`config.mk`:
```
export PLATFORM = sky130hd
export DESIGN_NAME = pipe_top
export DESIGN_NICKNAME = d
export VERILOG_FILES = /design/src/logic/pipe_pkg.sv /design/src/logic/byp_pkg.sv /design/src/logic/pipe_regfile.sv /design/src/logic/pipe_id_stage.sv /design/src/logic/pipe_bypass_ctrl.sv /design/src/logic/pipe_ex_stage.sv /design/src/logic/pipe_wb_stage.sv /design/src/logic/pipe_top.sv
export SDC_FILE = /design/constraint.sdc
export NUM_CORES = 1
export LEC_CHECK = 0
export ABC_CLOCK_PERIOD_IN_PS = 17200
export CAP_MARGIN = 30
export CELL_PAD_IN_SITES_DETAIL_PLACEMENT = 1
export CELL_PAD_IN_SITES_GLOBAL_PLACEMENT = 1
export CORE_MARGIN = 2
export CORE_UTILIZATION = 45
export DETAILED_ROUTE_END_ITERATION = 12
export DONT_BUFFER_PORTS = 1
export GPL_TIMING_DRIVEN = 0
export PLACE_DENSITY = 0.72
export REMOVE_ABC_BUFFERS = 1
export SLEW_MARGIN = 25
export SYNTH_ARGS = -nofsm -noshare
export SYNTH_HDL_FRONTEND = slang
export SYNTH_SLANG_ARGS = --single-unit
```
`constraint.sdc`:
```
create_clock -name clk -period 17.2 [get_ports clk]
set_input_delay 0.86 -clock clk [delete_from_list [all_inputs] [get_ports clk]]
set_output_delay 0.86 -clock clk [all_outputs]
set_load 0.1 [all_outputs]
```
`src/logic/pipe_pkg.sv`:
```
`default_nettype none

package pipe_pkg;

  //////////////////////////////////////////////////////////////////////
  // Architectural sizes
  //////////////////////////////////////////////////////////////////////

  localparam int NUM_REGS = 8;
  localparam int DATA_W   = 16;

  typedef logic [2:0] rf_addr_t;

  // Codes above CSRR decode as illegal
  typedef enum logic [3:0] {
    NOP  = 4'd0,
    ADD  = 4'd1,
    SUB  = 4'd2,
    AND  = 4'd3,
    OR   = 4'd4,
    XOR  = 4'd5,
    ADDI = 4'd6,
    LD   = 4'd7,
    ST   = 4'd8,
    CSRW = 4'd9,
    CSRR = 4'd10
  } op_e;

  //////////////////////////////////////////////////////////////////////
  // Instruction format
  //////////////////////////////////////////////////////////////////////

  // Register form of the low six bits
  typedef struct packed {
    rf_addr_t   rs2;
    logic [2:0] spare;
  } instr_rr_t;

  // Low six bits read either as rs2 or as immediate
  typedef union packed {
    instr_rr_t  rr;
    logic [5:0] imm;
  } instr_lo_u;

  typedef struct packed {
    logic [3:0] op;
    rf_addr_t   rd;
    rf_addr_t   rs1;
    instr_lo_u  lo;
  } instr_t;

  //////////////////////////////////////////////////////////////////////
  // Pipeline registers
  //////////////////////////////////////////////////////////////////////

  typedef struct packed {
    logic              instr_valid;
    op_e               op;
    logic              rf_we;
    rf_addr_t          rf_waddr;
    logic              lsu_en;
    logic              lsu_we;
    logic              csr_we;
    logic [DATA_W-1:0] operand_a;
    logic [DATA_W-1:0] operand_b;
    logic [DATA_W-1:0] st_data;
    // Sign-extended immediate
    logic [DATA_W-1:0] imm;
  } id_ex_pipe_t;

  typedef struct packed {
    logic              instr_valid;
    logic              rf_we;
    rf_addr_t          rf_waddr;
    logic              lsu_en;
    logic              lsu_we;
    logic              csr_we;
    // ALU result or memory address
    logic [DATA_W-1:0] result;
    logic [DATA_W-1:0] st_data;
  } ex_wb_pipe_t;

  // One entry per retired instruction
  typedef struct packed {
    logic              valid;
    logic              we;
    rf_addr_t          waddr;
    logic [DATA_W-1:0] wdata;
  } retire_t;

endpackage

`default_nettype wire

```
`src/logic/byp_pkg.sv`:
```
`default_nettype none

package byp_pkg;

  // Operand source for each register file read port
  typedef enum logic [1:0] {
    SEL_REGFILE = 2'b00,
    SEL_FW_EX   = 2'b01,
    SEL_FW_WB   = 2'b10
  } fw_sel_e;

  // Bypass and hazard controls toward ID
  typedef struct packed {
    fw_sel_e operand_a_fw_mux_sel;
    fw_sel_e operand_b_fw_mux_sel;
    // Hold ID and bubble EX
    logic    load_stall;
    logic    csr_stall;
    // Clear write enables of the ID instruction
    logic    deassert_we;
  } ctrl_byp_t;

endpackage

`default_nettype wire

```
`src/logic/pipe_regfile.sv`:
```
`timescale 1ns/1ps
`default_nettype none

module pipe_regfile
  import pipe_pkg::*;
(
  input  logic              clk,
  input  logic              rst_n_i,
  input  rf_addr_t          raddr_i [2],
  output logic [DATA_W-1:0] rdata_o [2],
  input  logic              we_i,
  input  rf_addr_t          waddr_i,
  input  logic [DATA_W-1:0] wdata_i
);

  logic [DATA_W-1:0] regs_q [NUM_REGS];

  // Write port, r0 never stored
  always_ff @(posedge clk) begin
    if (!rst_n_i) begin
      for (int i = 0; i < NUM_REGS; i++) begin
        regs_q[i] <= '0;
      end
    end else if (we_i && (waddr_i != '0)) begin
      regs_q[waddr_i] <= wdata_i;
    end
  end

  // Combinational reads
  for (genvar i = 0; i < 2; i++) begin : gen_read
    assign rdata_o[i] = (raddr_i[i] == '0) ? '0 : regs_q[raddr_i[i]];
  end

  // Decoder drops rd == 0 so WB never targets r0
  a_no_r0_write : assert property (@(posedge clk) disable iff (!rst_n_i)
    we_i |-> (waddr_i != '0));

endmodule

`default_nettype wire

```
`src/logic/pipe_id_stage.sv`:
```
`timescale 1ns/1ps
`default_nettype none

module pipe_id_stage
  import pipe_pkg::*;
  import byp_pkg::*;
(
  input  logic              clk,
  input  logic              rst_n_i,
  input  logic              instr_valid_i,
  input  instr_t            instr_i,
  output logic              instr_ready_o,
  output logic [1:0]        rf_re_o,
  output rf_addr_t          rf_raddr_o [2],
  input  logic [DATA_W-1:0] rf_rdata_i [2],
  output logic              csr_read_o,
  output logic              illegal_o,
  input  logic [DATA_W-1:0] csr_rdata_i,
  input  ctrl_byp_t         ctrl_byp_i,
  input  logic [DATA_W-1:0] ex_fw_data_i,
  input  logic [DATA_W-1:0] wb_fw_data_i,
  input  logic              ex_ready_i,
  output id_ex_pipe_t       id_ex_pipe_o
);

  logic              accept;
  logic              illegal;
  logic [1:0]        rf_re;
  logic              rf_we_dec;
  logic              lsu_en_dec;
  logic              lsu_we_dec;
  logic              csr_we_dec;
  logic              csr_re_dec;
  fw_sel_e           fw_sel [2];
  logic [DATA_W-1:0] fw_data [2];
  logic [DATA_W-1:0] imm_sext;
  id_ex_pipe_t       id_ex_d;
  id_ex_pipe_t       id_ex_q;

  //////////////////////////////////////////////////////////////////////
  // Decoder
  //////////////////////////////////////////////////////////////////////

  always_comb begin
    illegal    = 1'b0;
    rf_re      = 2'b00;
    rf_we_dec  = 1'b0;
    lsu_en_dec = 1'b0;
    lsu_we_dec = 1'b0;
    csr_we_dec = 1'b0;
    csr_re_dec = 1'b0;
    case (instr_i.op)
      NOP: begin
      end
      ADD, SUB, AND, OR, XOR: begin
        rf_re     = 2'b11;
        rf_we_dec = 1'b1;
      end
      ADDI: begin
        rf_re     = 2'b01;
        rf_we_dec = 1'b1;
      end
      LD: begin
        rf_re      = 2'b01;
        rf_we_dec  = 1'b1;
        lsu_en_dec = 1'b1;
      end
      // Store data comes in on port 1 via rd
      ST: begin
        rf_re      = 2'b11;
        lsu_en_dec = 1'b1;
        lsu_we_dec = 1'b1;
      end
      CSRW: begin
        rf_re      = 2'b01;
        csr_we_dec = 1'b1;
      end
      CSRR: begin
        rf_we_dec  = 1'b1;
        csr_re_dec = 1'b1;
      end
      default: illegal = 1'b1;
    endcase
  end

  assign rf_re_o       = rf_re;
  assign rf_raddr_o[0] = instr_i.rs1;
  assign rf_raddr_o[1] = (instr_i.op == ST) ? instr_i.rd : instr_i.lo.rr.rs2;
  assign csr_read_o    = csr_re_dec;
  assign illegal_o     = illegal;
  assign imm_sext      = {{(DATA_W-6){instr_i.lo.imm[5]}}, instr_i.lo.imm};

  //////////////////////////////////////////////////////////////////////
  // Operand forwarding
  //////////////////////////////////////////////////////////////////////

  assign fw_sel[0] = ctrl_byp_i.operand_a_fw_mux_sel;
  assign fw_sel[1] = ctrl_byp_i.operand_b_fw_mux_sel;

  always_comb begin
    for (int i = 0; i < 2; i++) begin
      case (fw_sel[i])
        SEL_FW_EX: fw_data[i] = ex_fw_data_i;
        SEL_FW_WB: fw_data[i] = wb_fw_data_i;
        default:   fw_data[i] = rf_rdata_i[i];
      endcase
    end
  end

  // Any stall keeps the instruction here
  assign instr_ready_o = ex_ready_i && !ctrl_byp_i.load_stall && !ctrl_byp_i.csr_stall;
  assign accept        = instr_valid_i && instr_ready_o;

  // Not accepted means bubble
  always_comb begin
    id_ex_d.instr_valid = accept;
    id_ex_d.op          = illegal ? NOP : op_e'(instr_i.op);
    // Writes to r0 are dropped here
    id_ex_d.rf_we       = rf_we_dec && (instr_i.rd != '0) && !ctrl_byp_i.deassert_we;
    id_ex_d.rf_waddr    = instr_i.rd;
    id_ex_d.lsu_en      = lsu_en_dec && !ctrl_byp_i.deassert_we;
    id_ex_d.lsu_we      = lsu_we_dec;
    id_ex_d.csr_we      = csr_we_dec && !ctrl_byp_i.deassert_we;
    // CSRR carries the scratch value on operand a
    id_ex_d.operand_a   = csr_re_dec ? csr_rdata_i : fw_data[0];
    id_ex_d.operand_b   = fw_data[1];
    id_ex_d.st_data     = fw_data[1];
    id_ex_d.imm         = imm_sext;
  end

  // ID-to-EX register, holds while EX is busy
  always_ff @(posedge clk) begin
    if (!rst_n_i) begin
      id_ex_q.instr_valid <= 1'b0;
    end else if (ex_ready_i) begin
      id_ex_q <= id_ex_d;
    end
  end

  assign id_ex_pipe_o = id_ex_q;

  a_stall_blocks_ready : assert property (@(posedge clk) disable iff (!rst_n_i)
    (ctrl_byp_i.load_stall || ctrl_byp_i.csr_stall) |-> !instr_ready_o);

endmodule

`default_nettype wire

```
`src/logic/pipe_bypass_ctrl.sv`:
```
`timescale 1ns/1ps
`default_nettype none

module pipe_bypass_ctrl
  import pipe_pkg::*;
  import byp_pkg::*;
(
  input  logic [1:0]  rf_re_id_i,
  input  rf_addr_t    rf_raddr_id_i [2],
  input  logic        csr_read_id_i,
  input  logic        instr_valid_id_i,
  input  logic        illegal_id_i,
  input  id_ex_pipe_t id_ex_pipe_i,
  input  ex_wb_pipe_t ex_wb_pipe_i,
  input  logic        wb_ready_i,
  output ctrl_byp_t   ctrl_byp_o
);

  // Per read port address matches, r0 excluded
  logic [1:0] rf_rd_ex_match;
  logic [1:0] rf_rd_wb_match;
  logic       rf_we_ex;
  logic       rf_we_wb;
  logic       load_ex;
  logic       csr_write_ex_wb;

  // Qualified writers in EX and WB
  assign rf_we_ex = id_ex_pipe_i.rf_we && id_ex_pipe_i.instr_valid;
  assign rf_we_wb = ex_wb_pipe_i.rf_we && ex_wb_pipe_i.instr_valid;

  // Only loads write rf while lsu_en is set
  assign load_ex = rf_we_ex && id_ex_pipe_i.lsu_en;

  // CSRW anywhere past ID
  assign csr_write_ex_wb = (id_ex_pipe_i.instr_valid && id_ex_pipe_i.csr_we) ||
                           (ex_wb_pipe_i.instr_valid && ex_wb_pipe_i.csr_we);

  for (genvar i = 0; i < 2; i++) begin : gen_match
    assign rf_rd_ex_match[i] = (id_ex_pipe_i.rf_waddr == rf_raddr_id_i[i]) &&
                               |rf_raddr_id_i[i] && rf_re_id_i[i] && instr_valid_id_i;
    assign rf_rd_wb_match[i] = (ex_wb_pipe_i.rf_waddr == rf_raddr_id_i[i]) &&
                               |rf_raddr_id_i[i] && rf_re_id_i[i] && instr_valid_id_i;
  end

  //////////////////////////////////////////////////////////////////////
  // Stalls and forwarding selects
  //////////////////////////////////////////////////////////////////////

  always_comb begin
    ctrl_byp_o.load_stall           = 1'b0;
    ctrl_byp_o.csr_stall            = 1'b0;
    ctrl_byp_o.deassert_we          = 1'b0;
    ctrl_byp_o.operand_a_fw_mux_sel = SEL_REGFILE;
    ctrl_byp_o.operand_b_fw_mux_sel = SEL_REGFILE;

    // Illegal opcode still flows down as a no-write
    if (illegal_id_i && instr_valid_id_i) begin
      ctrl_byp_o.deassert_we = 1'b1;
    end

    // Load result not there yet, in EX or stuck in WB
    if ((load_ex && |rf_rd_ex_match) ||
        (!wb_ready_i && rf_we_wb && |rf_rd_wb_match)) begin
      ctrl_byp_o.load_stall = 1'b1;
    end

    // CSRR must see the value after any older CSRW
    if (csr_read_id_i && instr_valid_id_i && csr_write_ex_wb) begin
      ctrl_byp_o.csr_stall = 1'b1;
    end

    // WB first, EX overrides as the younger writer
    if (rf_we_wb) begin
      if (rf_rd_wb_match[0]) begin
        ctrl_byp_o.operand_a_fw_mux_sel = SEL_FW_WB;
      end
      if (rf_rd_wb_match[1]) begin
        ctrl_byp_o.operand_b_fw_mux_sel = SEL_FW_WB;
      end
    end
    if (rf_we_ex) begin
      if (rf_rd_ex_match[0]) begin
        ctrl_byp_o.operand_a_fw_mux_sel = SEL_FW_EX;
      end
      if (rf_rd_ex_match[1]) begin
        ctrl_byp_o.operand_b_fw_mux_sel = SEL_FW_EX;
      end
    end
  end

endmodule

`default_nettype wire

```
`src/logic/pipe_ex_stage.sv`:
```
`timescale 1ns/1ps
`default_nettype none

module pipe_ex_stage
  import pipe_pkg::*;
(
  input  logic              clk,
  input  logic              rst_n_i,
  input  id_ex_pipe_t       id_ex_pipe_i,
  input  logic              wb_ready_i,
  output logic              ex_ready_o,
  output logic [DATA_W-1:0] ex_fw_data_o,
  output ex_wb_pipe_t       ex_wb_pipe_o
);

  logic [DATA_W-1:0] alu_result;
  ex_wb_pipe_t       ex_wb_d;
  ex_wb_pipe_t       ex_wb_q;

  //////////////////////////////////////////////////////////////////////
  // ALU
  //////////////////////////////////////////////////////////////////////

  // All sums wrap at 16 bits
  always_comb begin
    case (id_ex_pipe_i.op)
      ADD:           alu_result = id_ex_pipe_i.operand_a + id_ex_pipe_i.operand_b;
      SUB:           alu_result = id_ex_pipe_i.operand_a - id_ex_pipe_i.operand_b;
      AND:           alu_result = id_ex_pipe_i.operand_a & id_ex_pipe_i.operand_b;
      OR:            alu_result = id_ex_pipe_i.operand_a | id_ex_pipe_i.operand_b;
      XOR:           alu_result = id_ex_pipe_i.operand_a ^ id_ex_pipe_i.operand_b;
      // Immediate add doubles as address adder
      ADDI, LD, ST:  alu_result = id_ex_pipe_i.operand_a + id_ex_pipe_i.imm;
      // CSR value in or out
      CSRW, CSRR:    alu_result = id_ex_pipe_i.operand_a;
      default:       alu_result = '0;
    endcase
  end

  assign ex_fw_data_o = alu_result;
  assign ex_ready_o   = wb_ready_i;

  always_comb begin
    ex_wb_d.instr_valid = id_ex_pipe_i.instr_valid;
    ex_wb_d.rf_we       = id_ex_pipe_i.rf_we;
    ex_wb_d.rf_waddr    = id_ex_pipe_i.rf_waddr;
    ex_wb_d.lsu_en      = id_ex_pipe_i.lsu_en;
    ex_wb_d.lsu_we      = id_ex_pipe_i.lsu_we;
    ex_wb_d.csr_we      = id_ex_pipe_i.csr_we;
    ex_wb_d.result      = alu_result;
    ex_wb_d.st_data     = id_ex_pipe_i.st_data;
  end

  // EX-to-WB register, frozen during a memory wait
  always_ff @(posedge clk) begin
    if (!rst_n_i) begin
      ex_wb_q.instr_valid <= 1'b0;
    end else if (wb_ready_i) begin
      ex_wb_q <= ex_wb_d;
    end
  end

  assign ex_wb_pipe_o = ex_wb_q;

endmodule

`default_nettype wire

```
`src/logic/pipe_wb_stage.sv`:
```
`timescale 1ns/1ps
`default_nettype none

module pipe_wb_stage
  import pipe_pkg::*;
(
  input  logic              clk,
  input  logic              rst_n_i,
  input  ex_wb_pipe_t       ex_wb_pipe_i,
  output logic              wb_ready_o,
  output logic [DATA_W-1:0] wb_fw_data_o,
  output logic              rf_we_o,
  output rf_addr_t          rf_waddr_o,
  output logic [DATA_W-1:0] rf_wdata_o,
  output logic [DATA_W-1:0] csr_rdata_o,
  output logic              mem_req_o,
  output logic              mem_we_o,
  output logic [DATA_W-1:0] mem_addr_o,
  output logic [DATA_W-1:0] mem_wdata_o,
  input  logic              mem_rvalid_i,
  input  logic [DATA_W-1:0] mem_rdata_i,
  output retire_t           retire_o
);

  typedef enum logic {
    WB_ISSUE,
    WB_WAIT
  } wb_state_e;

  wb_state_e         state_q;
  wb_state_e         state_d;
  logic [DATA_W-1:0] csr_q;
  logic              mem_instr;
  logic              done;
  logic [DATA_W-1:0] wdata;

  assign mem_instr = ex_wb_pipe_i.instr_valid && ex_wb_pipe_i.lsu_en;

  // Memory ops complete on rvalid, everything else at once
  assign done = !mem_instr || ((state_q == WB_WAIT) && mem_rvalid_i);

  //////////////////////////////////////////////////////////////////////
  // Memory request FSM
  //////////////////////////////////////////////////////////////////////

  always_comb begin
    state_d = state_q;
    case (state_q)
      WB_ISSUE: begin
        if (mem_instr) begin
          state_d = WB_WAIT;
        end
      end
      WB_WAIT: begin
        if (mem_rvalid_i) begin
          state_d = WB_ISSUE;
        end
      end
      default: state_d = WB_ISSUE;
    endcase
  end

  always_ff @(posedge clk) begin
    if (!rst_n_i) begin
      state_q <= WB_ISSUE;
    end else begin
      state_q <= state_d;
    end
  end

  // Single request per memory op
  assign mem_req_o   = mem_instr && (state_q == WB_ISSUE);
  assign mem_we_o    = ex_wb_pipe_i.lsu_we;
  assign mem_addr_o  = ex_wb_pipe_i.result;
  assign mem_wdata_o = ex_wb_pipe_i.st_data;

  // Scratch CSR
  always_ff @(posedge clk) begin
    if (!rst_n_i) begin
      csr_q <= '0;
    end else if (ex_wb_pipe_i.instr_valid && ex_wb_pipe_i.csr_we) begin
      csr_q <= ex_wb_pipe_i.result;
    end
  end

  assign csr_rdata_o = csr_q;

  // Load data or ALU and CSR result
  assign wdata = (ex_wb_pipe_i.lsu_en && !ex_wb_pipe_i.lsu_we) ? mem_rdata_i
                                                               : ex_wb_pipe_i.result;

  assign wb_ready_o   = done;
  assign wb_fw_data_o = wdata;
  assign rf_we_o      = ex_wb_pipe_i.instr_valid && ex_wb_pipe_i.rf_we && done;
  assign rf_waddr_o   = ex_wb_pipe_i.rf_waddr;
  assign rf_wdata_o   = wdata;

  assign retire_o.valid = ex_wb_pipe_i.instr_valid && done;
  assign retire_o.we    = ex_wb_pipe_i.rf_we;
  assign retire_o.waddr = ex_wb_pipe_i.rf_waddr;
  assign retire_o.wdata = wdata;

  a_no_req_in_wait : assert property (@(posedge clk) disable iff (!rst_n_i)
    (state_q == WB_WAIT) |-> !mem_req_o);

  // Memory must not answer without an open request
  a_rvalid_in_wait : assert property (@(posedge clk) disable iff (!rst_n_i)
    mem_rvalid_i |-> (state_q == WB_WAIT));

endmodule

`default_nettype wire

```
`src/logic/pipe_top.sv`:
```
`timescale 1ns/1ps
`default_nettype none

module pipe_top
  import pipe_pkg::*;
  import byp_pkg::*;
(
  input  logic              clk,
  input  logic              rst_n_i,
  input  logic              instr_valid_i,
  input  instr_t            instr_i,
  output logic              instr_ready_o,
  output logic              mem_req_o,
  output logic              mem_we_o,
  output logic [DATA_W-1:0] mem_addr_o,
  output logic [DATA_W-1:0] mem_wdata_o,
  input  logic              mem_rvalid_i,
  input  logic [DATA_W-1:0] mem_rdata_i,
  output retire_t           retire_o
);

  // ID side
  logic [1:0]        rf_re;
  rf_addr_t          rf_raddr [2];
  logic [DATA_W-1:0] rf_rdata [2];
  logic              csr_read;
  logic              illegal;
  ctrl_byp_t         ctrl_byp;

  // Forwarding sources and readiness
  logic [DATA_W-1:0] ex_fw_data;
  logic [DATA_W-1:0] wb_fw_data;
  logic              ex_ready;
  logic              wb_ready;
  id_ex_pipe_t       id_ex_pipe;
  ex_wb_pipe_t       ex_wb_pipe;

  // Write-back into the register file
  logic              rf_we;
  rf_addr_t          rf_waddr;
  logic [DATA_W-1:0] rf_wdata;
  logic [DATA_W-1:0] csr_rdata;

  pipe_id_stage u_id (
    .clk           (clk),
    .rst_n_i       (rst_n_i),
    .instr_valid_i (instr_valid_i),
    .instr_i       (instr_i),
    .instr_ready_o (instr_ready_o),
    .rf_re_o       (rf_re),
    .rf_raddr_o    (rf_raddr),
    .rf_rdata_i    (rf_rdata),
    .csr_read_o    (csr_read),
    .illegal_o     (illegal),
    .csr_rdata_i   (csr_rdata),
    .ctrl_byp_i    (ctrl_byp),
    .ex_fw_data_i  (ex_fw_data),
    .wb_fw_data_i  (wb_fw_data),
    .ex_ready_i    (ex_ready),
    .id_ex_pipe_o  (id_ex_pipe)
  );

  pipe_regfile u_rf (
    .clk     (clk),
    .rst_n_i (rst_n_i),
    .raddr_i (rf_raddr),
    .rdata_o (rf_rdata),
    .we_i    (rf_we),
    .waddr_i (rf_waddr),
    .wdata_i (rf_wdata)
  );

  pipe_bypass_ctrl u_byp (
    .rf_re_id_i       (rf_re),
    .rf_raddr_id_i    (rf_raddr),
    .csr_read_id_i    (csr_read),
    .instr_valid_id_i (instr_valid_i),
    .illegal_id_i     (illegal),
    .id_ex_pipe_i     (id_ex_pipe),
    .ex_wb_pipe_i     (ex_wb_pipe),
    .wb_ready_i       (wb_ready),
    .ctrl_byp_o       (ctrl_byp)
  );

  pipe_ex_stage u_ex (
    .clk          (clk),
    .rst_n_i      (rst_n_i),
    .id_ex_pipe_i (id_ex_pipe),
    .wb_ready_i   (wb_ready),
    .ex_ready_o   (ex_ready),
    .ex_fw_data_o (ex_fw_data),
    .ex_wb_pipe_o (ex_wb_pipe)
  );

  pipe_wb_stage u_wb (
    .clk          (clk),
    .rst_n_i      (rst_n_i),
    .ex_wb_pipe_i (ex_wb_pipe),
    .wb_ready_o   (wb_ready),
    .wb_fw_data_o (wb_fw_data),
    .rf_we_o      (rf_we),
    .rf_waddr_o   (rf_waddr),
    .rf_wdata_o   (rf_wdata),
    .csr_rdata_o  (csr_rdata),
    .mem_req_o    (mem_req_o),
    .mem_we_o     (mem_we_o),
    .mem_addr_o   (mem_addr_o),
    .mem_wdata_o  (mem_wdata_o),
    .mem_rvalid_i (mem_rvalid_i),
    .mem_rdata_i  (mem_rdata_i),
    .retire_o     (retire_o)
  );

endmodule

`default_nettype wire

```
# == Word-level counts from Yosys, hierarchy flattened ==
# Memory sizes are Yosys's and may differ from the RTL's.
# Index checks and enable logic that the tools add are counted.
# classes
add_sub_neg,3
n_eq_ne,28
mux,34
n_bitwise,4
reduce_logical,64
# op_table
cell,count
$pmux 16 s7,1
$mux 16,5
$pmux 16 s2,2
$logic_and 1x1->1,37
$add 16x16->16,2
$eq 4x3->1 const B,8
$eq 4x4->1 const B,6
$and 16x16->16,1
$eq 4x2->1 const B,4
$mux 1,16
$or 16x16->16,1
$reduce_or 16->1,1
$sub 16x16->16,1
$xor 16x16->16,1
$eq 3x3->1,4
$reduce_or 3->1,4
$reduce_or 11->1,1
$eq 4x1->1 const B,2
$mux 2,4
$mux 4,2
$reduce_or 2->1,4
$reduce_or 8->1,1
$logic_not 1->1,6
$logic_not 3->1,2
11 further kinds,17
# word_totals
ff_bits,107
ram_bits,128
in_bits,36
out_inout_bits,56
elab_cells,154
memories,1
# memory_table
memory,depth,width,read_ports,rd_ports_with_merged_regs,write_ports,line,rtl
u_rf.regs_q,8,16,2,0,8,pipe_regfile.sv:16,logic [DATA_W-1:0] regs_q [NUM_REGS];

# == Longest topological paths before layout ==
# Gate-level depths: netlist (run 1).
# logic_depth
ltp_word,14
depth_mapped,15
ltp_nobuf,15

# == Hierarchy ==
# Synthesis (run 1) repeated with hierarchy kept, for this count alone.
# unflattened
cells_unflattened,1320
area_unflattened_um2,14691.6
# modules_own_cells
mod,n_inst,cells_each,area_each_um2,seq_area_each_um2
pipe_regfile,1,469,6603.8,3363.2
pipe_ex_stage,1,379,3520.9,1191.1
pipe_id_stage,1,252,2812.7,1491.4
pipe_wb_stage,1,176,1483.9,340.3
pipe_bypass_ctrl,1,44,270.3,0.0

# == Worst setup path before layout (run 1) ==
# Ideal clock, no wire load.
# synth_timing
path_kind,in2reg
start,in rst_n_i
end,mem u_rf.regs_q[7][0] (enable)
setup_time_ns,0.372
arrival_ns,6.443
required_ns,16.828
setup_slack_ns,10.385
stages,8
path_buffers,2
path_cell_list,clkbuf_1 > inv_1 > nor2_1 > nand3_1 > nor2_1 > nand3_1 > clkbuf_1 > nand2_1
# synth_rtl
element,line,rtl
start: declaration,pipe_top.sv:9,"input logic rst_n_i,"
end: declaration,pipe_regfile.sv:16,

==> results of run 1 <==
worst max-delay path by stage:
stage                                   startpoint                          endpoint  slack (ps)  cells past startpoint
2_1_floorplan                              rst_n_i   u_rf.regs_q[7][0]$_SDFFCE_PN0P_       10210                      6
3_3_place_gp                               rst_n_i  u_rf.regs_q[7][15]$_SDFFCE_PN0P_        6540                      6
3_5_place_dp   u_id.id_ex_pipe_o[71]$_SDFFCE_PN0P_   u_id.id_ex_pipe_o[57]$_DFFE_PP_       12570                     11
4_1_cts        u_id.id_ex_pipe_o[71]$_SDFFCE_PN0P_   u_id.id_ex_pipe_o[57]$_DFFE_PP_       12540                     11
5_1_grt        u_id.id_ex_pipe_o[74]$_SDFFCE_PN0P_   u_id.id_ex_pipe_o[61]$_DFFE_PP_       12220                     12
6_report       u_id.id_ex_pipe_o[74]$_SDFFCE_PN0P_   u_id.id_ex_pipe_o[57]$_DFFE_PP_       12510                     11
Yosys cell counts (6+ instances only):
cell / count
buf_2: 18
buf_6: 6
xnor2_1: 14
inv_1: 58
dfxtp_1: 19
mux2i_1: 82
a22o_1: 12
a311o_1: 11
mux2_2: 8
nor2b_1: 8
edfxtp_1: 211
nand3_1: 20
xor2_1: 9
a221oi_1: 8
buf_4: 39
ha_1: 51
nor2_1: 166
mux4_2: 28
a211oi_1: 8
o22ai_1: 22
a221o_1: 7
a21o_1: 7
o21ai_0: 34
o211ai_1: 16
nand2b_1: 7
nand2_1: 126
clkbuf_1: 45
a21oi_1: 87
nor3_1: 15
nor4_1: 8
a22oi_1: 12
worst register-to-register path: stages, from the launching register on:
cell and delay, ps:
edfxtp_1 540, or4b_2 950, nand3_1 440, o21ai_0 250, ha_1 360, a211oi_1 440, o211ai_1 280, a31o_2 300
a21oi_1 170, xor2_1 180, o21ai_1 160, a221o_1 380
area by class of cell:
cell class	instances	area [µm²]
antenna	1	2.502
multi-input combinational	864	6167
tap	390	488.0
fill	3179	14450
timing repair buffer	43	650.6
clock buffer	36	770.7
clock inverter	14	176.4
inverter	58	217.7
sequential	230	6716
flip-flops by register name (all words and copies together), names as in the netlist:
name / flops
u_wb.csr_rdata_o: 16
u_id.id_ex_pipe_o: 50
u_ex.ex_wb_pipe_o: 40
u_wb.state_q: 1
u_rf.regs_q: 123
per-stage QoR:
stage          total power, mW  hold slack [ps]
2_1_floorplan           0.9852            400.3
3_3_place_gp             1.064            404.7
3_5_place_dp             1.094            433.6
4_1_cts                  1.697            373.3
5_1_grt                  1.759            375.8
6_report                 1.701            385.5
logic make-up after synthesis:
kind of cell	Yosys count
xor+xnor	23
buf+inv	167
flops	230
compound gates	267
other cells	1
simple gates	387
fa+ha+maj	52
mux	124
power breakdown:
group	internal [mW]	leakage [nW]	switching, mW
Clock	0.362	0.468	0.242
Combinational	0.113	3.08	0.237
Sequential	0.654	2.29	0.0934
layer usage:
metal	up-vias	global-route usage, %	wire length [µm]
met2	293	44.96	20680
met5	-	0	0
met1	5052	33.63	17130
met4	0	9.529	1356
li1	4526	-	-
met3	75	2.871	1791
==> results.ini, run 1 <==
[run_status]
status = finished, final reports clean

[logic_synthesis]
ys_warn_count = 0
synth-compound-area-share_pct = 13.09
synth_top_area_share_pct = 46.72
yosys.area_share.adder_pct = 4.853
muxShareOfSynthArea_pct = 12.13
synth_async_sr_flop_share_pct = 0
syn_area_mm2 = 0.01356
synthesis.instances = 1251
synth_area_leaders = edfxtp_1, mux2i_1, ha_1
synth_top_area_cell = edfxtp_1
syn_avg_cell_area_um2 = 10.84
synth_xor_area_share_pct = 1.485
ys_seq_elements = 230
yosysSeqAreaShare_pct = 49.52
synth-simple-area-share_pct = 12.69
ys_types = 77
synth_top_family_by_area = compound AO/OA/AOI/OAI gates
synthFlopType = edfxtp_1
synth_edf_count = 211

[worst_setup_path]
timing.rr.start = u_id.id_ex_pipe_o[74]$_SDFFCE_PN0P_
critical_path.startpoint_type = register
path_cells = or4b_2 -> nand3_1 -> o21ai_0 -> ha_1 -> a211oi_1 -> o211ai_1 -> a31o_2 -> a21oi_1 -> xor2_1 -> o21ai_1 -> a221o_1
slowest_delay_ps = 950
r2r_slack_ps = 12510
crit_path_top_delay_cell = or4b_2
critPathMaxFanout = 22
reg2regPathDepth = 11
critPathBufInv = 0
cp_top_family = compound AO/OA/AOI/OAI gates
r2r-end = u_id.id_ex_pipe_o[57]$_DFFE_PP_
crit_arrival_ps = 4990
end_kind = register
crit_required_ps = 17500
setup.worst_path.class = reg2reg

[clock_tree]
clockBufferDepth = 3
clk_latency_ps = 570
cts_htree_levels = 1
cts-buffers-inserted = 28
cts_resized = 0
clk_pin_slew_ps = 60
clock_sinks = 230
post_cts_buffers = 0
hold_buffers = 0
cts-root-buf = clkbuf_16
cts_tree = done

[placed_design]
dp.cells = 1574
place_hpwl_mm = 27.99
io_buffer_count = 0
placed_area_mm2 = 0.01409
place.gp.congestion = 0.8497
pre_cts_slack_ps = 12570

[finish]
mostFrequentLayoutCells = edfxtp_1, nor2_1, nand2_1
finalInstanceArea_mm2 = 0.01519
layout.cells.non_filler = 1636
fin_util_pct = 51.25
nNetsFinal = 1313
drive_above_1_share_pct = 12.53
final_common_cell = edfxtp_1
area.growth.synth_to_final_pct = 12.00

[die]
start_util_pct = 45.76
rows = 63
die_y_um = 177.6
core_mm2 = 0.02964
die_w_um = 177.6
pin_count = 92
die_area_mm2 = 0.03154

[drt]
vias_per_cell = 6.079
ant_nets = 0
first_pass_iters = 4
dr_total_vias = 9946
drcViolationCount = 0
wire_per_inst_um = 25.04
drt_iter0_markers = 777
finalWirelength_mm = 40.96

[timing]
period_share_pct = 27.28
fin_crit_ps = 4692
tightestPinTransition_ps = 1048
rsz0062_at_grt = no
setup_violations = 0
relSlewSlack_pct = 30.13
finalClockSkew_ps = 27.61
fin_ws_ps = 12510
fin_setup_tns_ps = 0
hold_viol = 0
fmax_mhz = 213.2
final_max_slew_viol_count = 0

[hold_path]
whs_endpoint = u_id.id_ex_pipe_o[68]$_DFFE_PP_
hp-start = instr_i[10]
whs_path_depth = 0
hold_class = in2reg

[grt]
grt_pass1_vias = 10470
track_usage_pct = 25.99
grt_max_degree = 41
grt_overflow = 0
grt_pass1_wl_mm = 62.13
antenna_found_initial = 1

[flow_run]
maxCapViolCount = 0

[power]
ir_worst_vdd_uv = 74.78
powerDensity_mw_per_mm2 = 112.0
p_leak_nw = 5.840

(Power assumes the default switching activity.)
==> run 2, diff against run 1 <==
- ABC_AREA: unset -> 1
- ABC_CLOCK_PERIOD_IN_PS: 17200 -> 4100
- CORE_UTILIZATION: 45 -> 44
- PLACE_DENSITY: 0.72 -> 0.77
- clock period: 17.2 -> 4.1 ns (I/O delays scaled with it)
==> run 2 against run 1 <==
Net effect: final cell count is 29% higher; highest routed layer unchanged; largest cell class unchanged; wire length increased by 16%; setup slack got worse by 12000 ps; non-clock buffer count is 4 higher.
==> results.ini, run 2 <==
[run_status]
status = finished, final reports clean

[logic_synthesis]
syn_area_mm2 = 0.01411  ; +4.1%
ys_warn_count = 0  ; unchanged
ys_types = 52  ; -32%
ys_seq_elements = 235  ; +2.2%
synth_edf_count = 216  ; +2.4%
synth_top_area_cell = edfxtp_1
synth_top_area_share_pct = 45.96  ; -0.76 points
yosysSeqAreaShare_pct = 48.66  ; -0.87 points
synthFlopType = edfxtp_1
synth_area_leaders = edfxtp_1, nand2_1, nor2_1
synthTopCellsByCount = nand2_1, nor2_1, edfxtp_1
synthesis.instances = 1711  ; +37%
synth_most_common_cell = nand2_1
synth_async_sr_flop_share_pct = 0  ; unchanged
syn_avg_cell_area_um2 = 8.248  ; -24%

[timing]
period_share_pct = 93.32
hold_viol = 0  ; unchanged
fin_crit_ps = 3826
relSlewSlack_pct = 31.99  ; +1.9 points
fin_setup_tns_ps = 0  ; unchanged
timing.hold.ws_ps = 39.14  ; -346.4 ps
finalClockSkew_ps = 23.18  ; -4.429 ps
fmax_mhz = 261.4
rsz0062_at_grt = no
tightestPinTransition_ps = 1020  ; -27.95 ps
fin_ws_ps = 273.9  ; -12,230 ps
setup_violations = 0  ; unchanged
final_max_slew_viol_count = 0  ; unchanged

[grt]
antenna_found_initial = 1  ; unchanged
grt_pass1_vias = 12990  ; +24%
grt_overflow = 0  ; unchanged
grt_max_degree = 73  ; +78%
grt_pass1_wl_mm = 73.42  ; +18%
track_usage_pct = 28.36  ; +2.4 points

[clock_tree]
cts_tree = done
cts-buffers-inserted = 27  ; -3.6%
clk_pin_slew_ps = 60  ; about the same
cts-root-buf = clkbuf_16
clock_sinks = 235  ; +2.2%
clk_latency_ps = 560  ; about the same
cts_htree_levels = 1  ; unchanged
clockBufferDepth = 3  ; unchanged

[finish]
top_register = u_rf.regs_q
drive_above_1_share_pct = 7.068  ; -5.5 points
mostFrequentLayoutCells = nand2_1, nor2_1, edfxtp_1
final_common_cell = nand2_1
area.growth.synth_to_final_pct = 10.81
nNetsFinal = 1779  ; +35%
largest_reg_flops = 128  ; +4.1%

[drt]
drcViolationCount = 0  ; unchanged
drt_iter0_markers = 866  ; +11%
wire_per_inst_um = 22.54  ; -10%
first_pass_iters = 5  ; +1
vias_per_cell = 5.882  ; -3.3%
finalWirelength_mm = 47.67  ; +16%
ant_nets = 0  ; unchanged
dr_total_vias = 12440  ; +25%

[power]
ir_worst_vdd_uv = 342.0  ; +360%
p_clk_share_pct = 31.4  ; -4.1 points
combinationalPowerShare_pct = 22.0  ; +1.4 points
swShare_pct = 36.26  ; +2.6 points
powerDensity_mw_per_mm2 = 444.4  ; +300%
switching_power_mw = 2.520  ; +340%
power_mw = 6.949  ; +310%
p_leak_nw = 6.579  ; +13%
p_int_mw = 4.429  ; +290%
seqPwrFrac_pct = 46.6  ; +2.6 points

[hold_path]
whs_endpoint = u_id.id_ex_pipe_o[38]$_DFFE_PP_
whs_path_depth = 2  ; +2
hp-start = mem_rdata_i[6]
hold_class = in2reg

[die]
die_area_mm2 = 0.03352  ; +6.3%
start_util_pct = 44.72  ; -1.0 points
die_w_um = 183.1  ; +3.1%
rows = 65  ; +3.2%
pin_count = 92  ; unchanged
die_y_um = 183.1  ; +3.1%
core_mm2 = 0.03156  ; +6.5%

[worst_setup_path]
crit_path_top_delay_cell = o21ai_4
critPathBufInv = 3  ; +3
setup.worst_path.class = in2out
r2r_slack_ps = 310  ; -12,200 ps
reg2regPathDepth = 9  ; -2
path_cells = dlygate4sd3_1 -> inv_2 -> nor2_2 -> nand2_1 -> o21ai_4 -> nand3_1 -> nand2_1 -> inv_1 -> nand3_1 -> nand2_1 -> nand3_1 -> and2_1
crit_required_ps = 3890  ; -13,610 ps
slowest_delay_ps = 780  ; -170 ps
critPathMaxFanout = 17  ; -23%
end_kind = output pin
timing.rr.start = u_ex.ex_wb_pipe_o[33]$_DFFE_PP_
r2r-end = u_id.id_ex_pipe_o[48]$_DFFE_PP_
cp_top_family = simple AND/OR/NAND/NOR gates
critical_path.startpoint_type = input pin
crit_arrival_ps = 3620  ; -1370 ps

[placed_design]
place_hpwl_mm = 32.25  ; +15%
io_buffer_count = 0  ; unchanged
place.gp.congestion = 0.8946  ; +5.3%
pre_cts_slack_ps = 4.034  ; -12,560 ps

[flow_run]
maxCapViolCount = 0  ; unchanged

## run 2: cells by family (layout without fill, tap and decap cells)
logic type / Yosys count / in the layout / share of synthesized area (%)
AOI/OAI and AO/OA: 325 / 325 / 13.66
xor gates and xnor gates: 9 / 9 / 0.5585
adders and majority gates: 52 / 52 / 4.664
buffers and inverters: 260 / 246 / 8.272
DFF: 235 / 235 / 48.66
other: 1 / 17 / 0.02657
and+or+nand+nor: 829 / 829 / 24.16
## run 2: worst max-delay path by stage
stage | endpoint | cells past startpoint | from | slack [ps]
6_report | instr_ready_o | 12 | instr_i[15] | 270
2_1_floorplan | u_rf.regs_q[1][0]$_SDFFCE_PN0P_ | 7 | u_ex.ex_wb_pipe_o[34]$_DFFE_PP_ | -2140
5_1_grt | u_id.id_ex_pipe_o[45]$_DFFE_PP_ | 22 | u_id.id_ex_pipe_o[32]$_DFFE_PP_ | 6
3_5_place_dp | u_id.id_ex_pipe_o[43]$_DFFE_PP_ | 20 | u_id.id_ex_pipe_o[74]$_SDFFCE_PN0P_ | 4
4_1_cts | u_id.id_ex_pipe_o[43]$_DFFE_PP_ | 20 | u_id.id_ex_pipe_o[74]$_SDFFCE_PN0P_ | 30
3_3_place_gp | u_rf.regs_q[1][8]$_SDFFCE_PN0P_ | 6 | rst_n_i | -5610
## run 2: power groups by stage
stage	clock, mW	combinational, mW	sequential, mW
finish	2.18	1.53	3.24
global route	2.28	1.67	3.26
CTS	2.20	1.47	3.24
detailed placement	0	1.44	3.28
global placement	0	1.33	3.29
floorplan	0	1.01	3.24
## run 2: cell type report
| type | count | area, µm² |
|---|---|---|
| inverters | 149 | 561.8 |
| fillers | 3758 | 15920 |
| multi-input cells | 1231 | 6254 |
| flip-flops and latches | 235 | 6867 |
| diodes | 1 | 2.502 |
| clock inverters | 15 | 68.82 |
| repair buffers | 47 | 675.6 |
| clock buffers | 35 | 705.7 |
| well taps | 402 | 503.0 |
## run 2: worst register-to-register path, stage by stage, from the launching register on
cell      delay (ps)
edfxtp_1         980
inv_1            140
nand2_2          550
nand2_1          190
o21ai_1          520
inv_1            700
nand2_1          220
nand3_1          120
nand2_1           80
nand2_1           70
## run 2: through the flow
stage / utilization (%) / instance area [µm²] / instances
global placement: 44.57 / 14060 / 2017
floorplan: - / 13560 / 1615
detailed placement: 45.95 / 14500 / 2033
CTS: 48.98 / 15450 / 2101
finish: 49.56 / 15640 / 2115
global route: 49.56 / 15640 / 2115
## run 2: what timing repair did
item / in CTS / in global routing
setup endpoints to repair: 0 / 24
buffers inserted: 0 / 2
resized for setup: 0 / 19
hold endpoints to repair: 34 / 0
hold buffers: 18 / 0
## run 2: per-layer routing
metal / vias up / GRT usage [%] / wire (µm)
met5: - / 0 / 0
met2: 433 / 50.85 / 24200
li1: 5713 / - / -
met3: 113 / 3.634 / 2727
met4: 0 / 11.30 / 1663
met1: 6181 / 34.60 / 19080
==> run 3, diff against run 2 <==
- ABC_AREA: 1 -> unset
- ABC_CLOCK_PERIOD_IN_PS: 4100 -> 3600
- CORE_UTILIZATION: 44 -> 45
- PLACE_DENSITY: 0.77 -> 0.72
- clock period: 4.1 -> 3.6 ns (I/O delays scaled with it)
==> run 3 against run 2 <==
Net effect: the run now ends with negative setup slack left; via count down 16%; die area down 5.9%; setup slack worse by 410 ps; critical path type is now reg2reg; clock skew up 7.1 ps; final area up 4.1%; first-iteration DRC count down 2.3%; count of clock-buffer cells in the layout up 1; critical endpoint is now u_id.id_ex_pipe_o[39]$_DFFE_PP_; combinational power up 29%; non-clock buffer count up 72.
==> results.ini, run 3 (synthesis gave the netlist of run 1 again) <==
[run_status]
status = finished with violations
violations = negative setup slack

[die]
core_mm2 = 0.02964  ; -6.1%
pin_count = 92  ; unchanged
start_util_pct = 45.76  ; +1.0 points
die_y_um = 177.6  ; -3.0%
die_w_um = 177.6  ; -3.0%
rows = 63  ; -3.1%
die_area_mm2 = 0.03154  ; -5.9%

[grt]
antenna_found_initial = 0  ; -1
grt_pass1_wl_mm = 65.81  ; -10%
grt_max_degree = 41  ; -44%
grt_overflow = 0  ; unchanged
track_usage_pct = 27.49  ; -0.87 points
grt_pass1_vias = 11080  ; -15%

[worst_setup_path]
setup.worst_path.class = reg2reg
path_cells = or4b_4 -> nand3_4 -> buf_4 -> o21ai_2 -> ha_1 -> a211oi_4 -> o211ai_1 -> buf_4 -> buf_4 -> nand2_1 -> xor2_1 -> o211ai_1 -> buf_4 -> a22o_1
end_kind = register
startpoint = u_id.id_ex_pipe_o[71]$_SDFFCE_PN0P_
crit_arrival_ps = 4030  ; +410 ps
crit_required_ps = 3890  ; about the same
timing.rr.start = u_id.id_ex_pipe_o[71]$_SDFFCE_PN0P_
slowest_delay_ps = 630  ; -150 ps
cp_common_cell = buf_4
critical_path.startpoint_type = register
critPathMaxFanout = 4  ; -13
crit_path_top_delay_cell = or4b_4

[drt]
first_pass_iters = 5  ; unchanged
finalWirelength_mm = 43.62  ; -8.5%
vias_per_cell = 6.119  ; +4.0%
drcViolationCount = 0  ; unchanged
drt_iter0_markers = 846  ; -2.3%
ant_nets = 0  ; unchanged
wire_per_inst_um = 25.48  ; +13%
dr_total_vias = 10480  ; -16%

[placed_design]
placed_area_mm2 = 0.01409  ; -2.8%
place.gp.congestion = 0.8497  ; -5.0%
io_buffer_count = 0  ; unchanged
dp.cells = 1574  ; -23%
place_hpwl_mm = 27.99  ; -13%

[clock_tree]
clockBufferDepth = 3  ; unchanged
clk_latency_ps = 570  ; about the same
cts_tree = done
cts-buffers-inserted = 28  ; +3.7%
cts_htree_levels = 1  ; unchanged
clock_sinks = 230  ; -2.1%
clk_pin_slew_ps = 60  ; about the same
cts-root-buf = clkbuf_16

[timing]
period_share_pct = 103.8
hold_viol = 0  ; unchanged
fin_crit_ps = 3737
setup_violations = 9  ; +9
finalClockSkew_ps = 30.32  ; +7.135 ps
final_max_slew_viol_count = 0  ; unchanged
fin_ws_ps = -136.9  ; -410.8 ps
tightestPinTransition_ps = 1039  ; +18.86 ps
relSlewSlack_pct = 30.73  ; -1.3 points
rsz0062_at_grt = yes
timing.hold.ws_ps = 1.523  ; -37.61 ps
fmax_mhz = 267.6

[hold_path]
hp-start = mem_rdata_i[3]
hold_class = in2reg

[power]
p_leak_nw = 6.270  ; -4.7%
powerDensity_mw_per_mm2 = 519.3  ; +17%
ir_worst_vdd_uv = 355.7  ; +4.0%

[finish]
layout.cells.non_filler = 1712  ; -19%
mostFrequentLayoutCells = edfxtp_1, nor2_1, nand2_1
finalInstanceArea_mm2 = 0.01628  ; +4.1%
regArea_mm2 = 0.006716  ; -2.2%
top_register = u_rf.regs_q
diodes = 0  ; -1
area.growth.synth_to_final_pct = 20.04
multi_input_area_mm2 = 0.006600  ; +5.5%
largest_reg_flops = 123  ; -3.9%
drive_above_1_share_pct = 21.48  ; +14 points
nNetsFinal = 1390  ; -22%
final_common_cell = edfxtp_1
fillerInstances = 3122  ; -17%

[flow_run]
maxCapViolCount = 0  ; unchanged

==> run 3: changes by cell type in the layout (fill, tap and decap cells not counted), sizes merged, moves of 28 or more <==
cell	delta
nand2	-282
o21ai	-118
buf	+70
mux4	+28
nand3	-127
nor2	-85
mux2i	+85
inv	-91
==> run 3: repair_timing <==
| action | in CTS | in global routing |
|---|---|---|
| buffers inserted | 43 | 16 |
| resized for setup | 73 | 44 |
| setup endpoints to repair | 161 | 40 |
| hold endpoints to repair | 29 | 0 |
| pin swaps | 38 | 40 |
| cloned | 1 | 0 |
| hold buffers | 22 | 0 |
==> run 3: final timing paths <==
kind / endpoint / slack, ps / depth (start not counted)
max: u_id.id_ex_pipe_o[39]$_DFFE_PP_ / -140 / 14
min: u_rf.regs_q[6][3]$_SDFFCE_PN0P_ / 2 / 2
max reg2reg: u_id.id_ex_pipe_o[39]$_DFFE_PP_ / -140 / 14
min reg2reg: u_ex.ex_wb_pipe_o[33]$_DFFE_PP_ / 430 / 0
==> run 3: layout make-up <==
cell class / instances / area share (%)
clock buffer: 36 / 4.734
clock inverter: 14 / 1.084
inverter: 58 / 1.383
multi-input combinational: 865 / 40.54
sequential: 230 / 41.26
tap: 390 / 2.997
timing repair buffer: 119 / 8.001
==> run 3: metal layers <==
| metal | GRT usage [%] | wire, µm | up-vias |
|---|---|---|---|
| li1 | - | - | 4685 |
| met4 | 10.62 | 1569 | 0 |
| met2 | 48.11 | 22170 | 284 |
| met1 | 34.91 | 18170 | 5414 |
| met5 | 0 | 0 | - |
| met3 | 2.978 | 1713 | 92 |
==> run 3: stage by stage <==
stage | worst slack, ps | power [mW] | setup TNS (ps) | util, %
after detailed placement | -1031 | 5.225 | -39130 | 47.55
after floorplan | -2707 | 4.707 | -635540 | -
final | -136.9 | 8.453 | -377.7 | 54.93
after global placement | -6377 | 5.083 | -1672780 | 45.43
after CTS | -52.15 | 8.308 | -127.2 | 53.67
after global routing | -209.2 | 8.722 | -2680 | 54.93
==> run 3: critical path: cells and delay by family (launching register included) <==
| family | cells | cell delay (ps) |
|---|---|---|
| adders and majority gates | 1 | 370 |
| buffers and inverters | 4 | 640 |
| AOI/OAI and AO/OA | 5 | 1020 |
| xor gates and xnor gates | 1 | 180 |
| and+or+nand+nor | 3 | 850 |
| DFF | 1 | 420 |
==> run 3: power by group <==
part	switching [mW]	leakage [nW]	internal, mW
combinational	1.25	3.51	0.724
clock	1.17	0.468	1.73
sequential	0.464	2.29	3.12
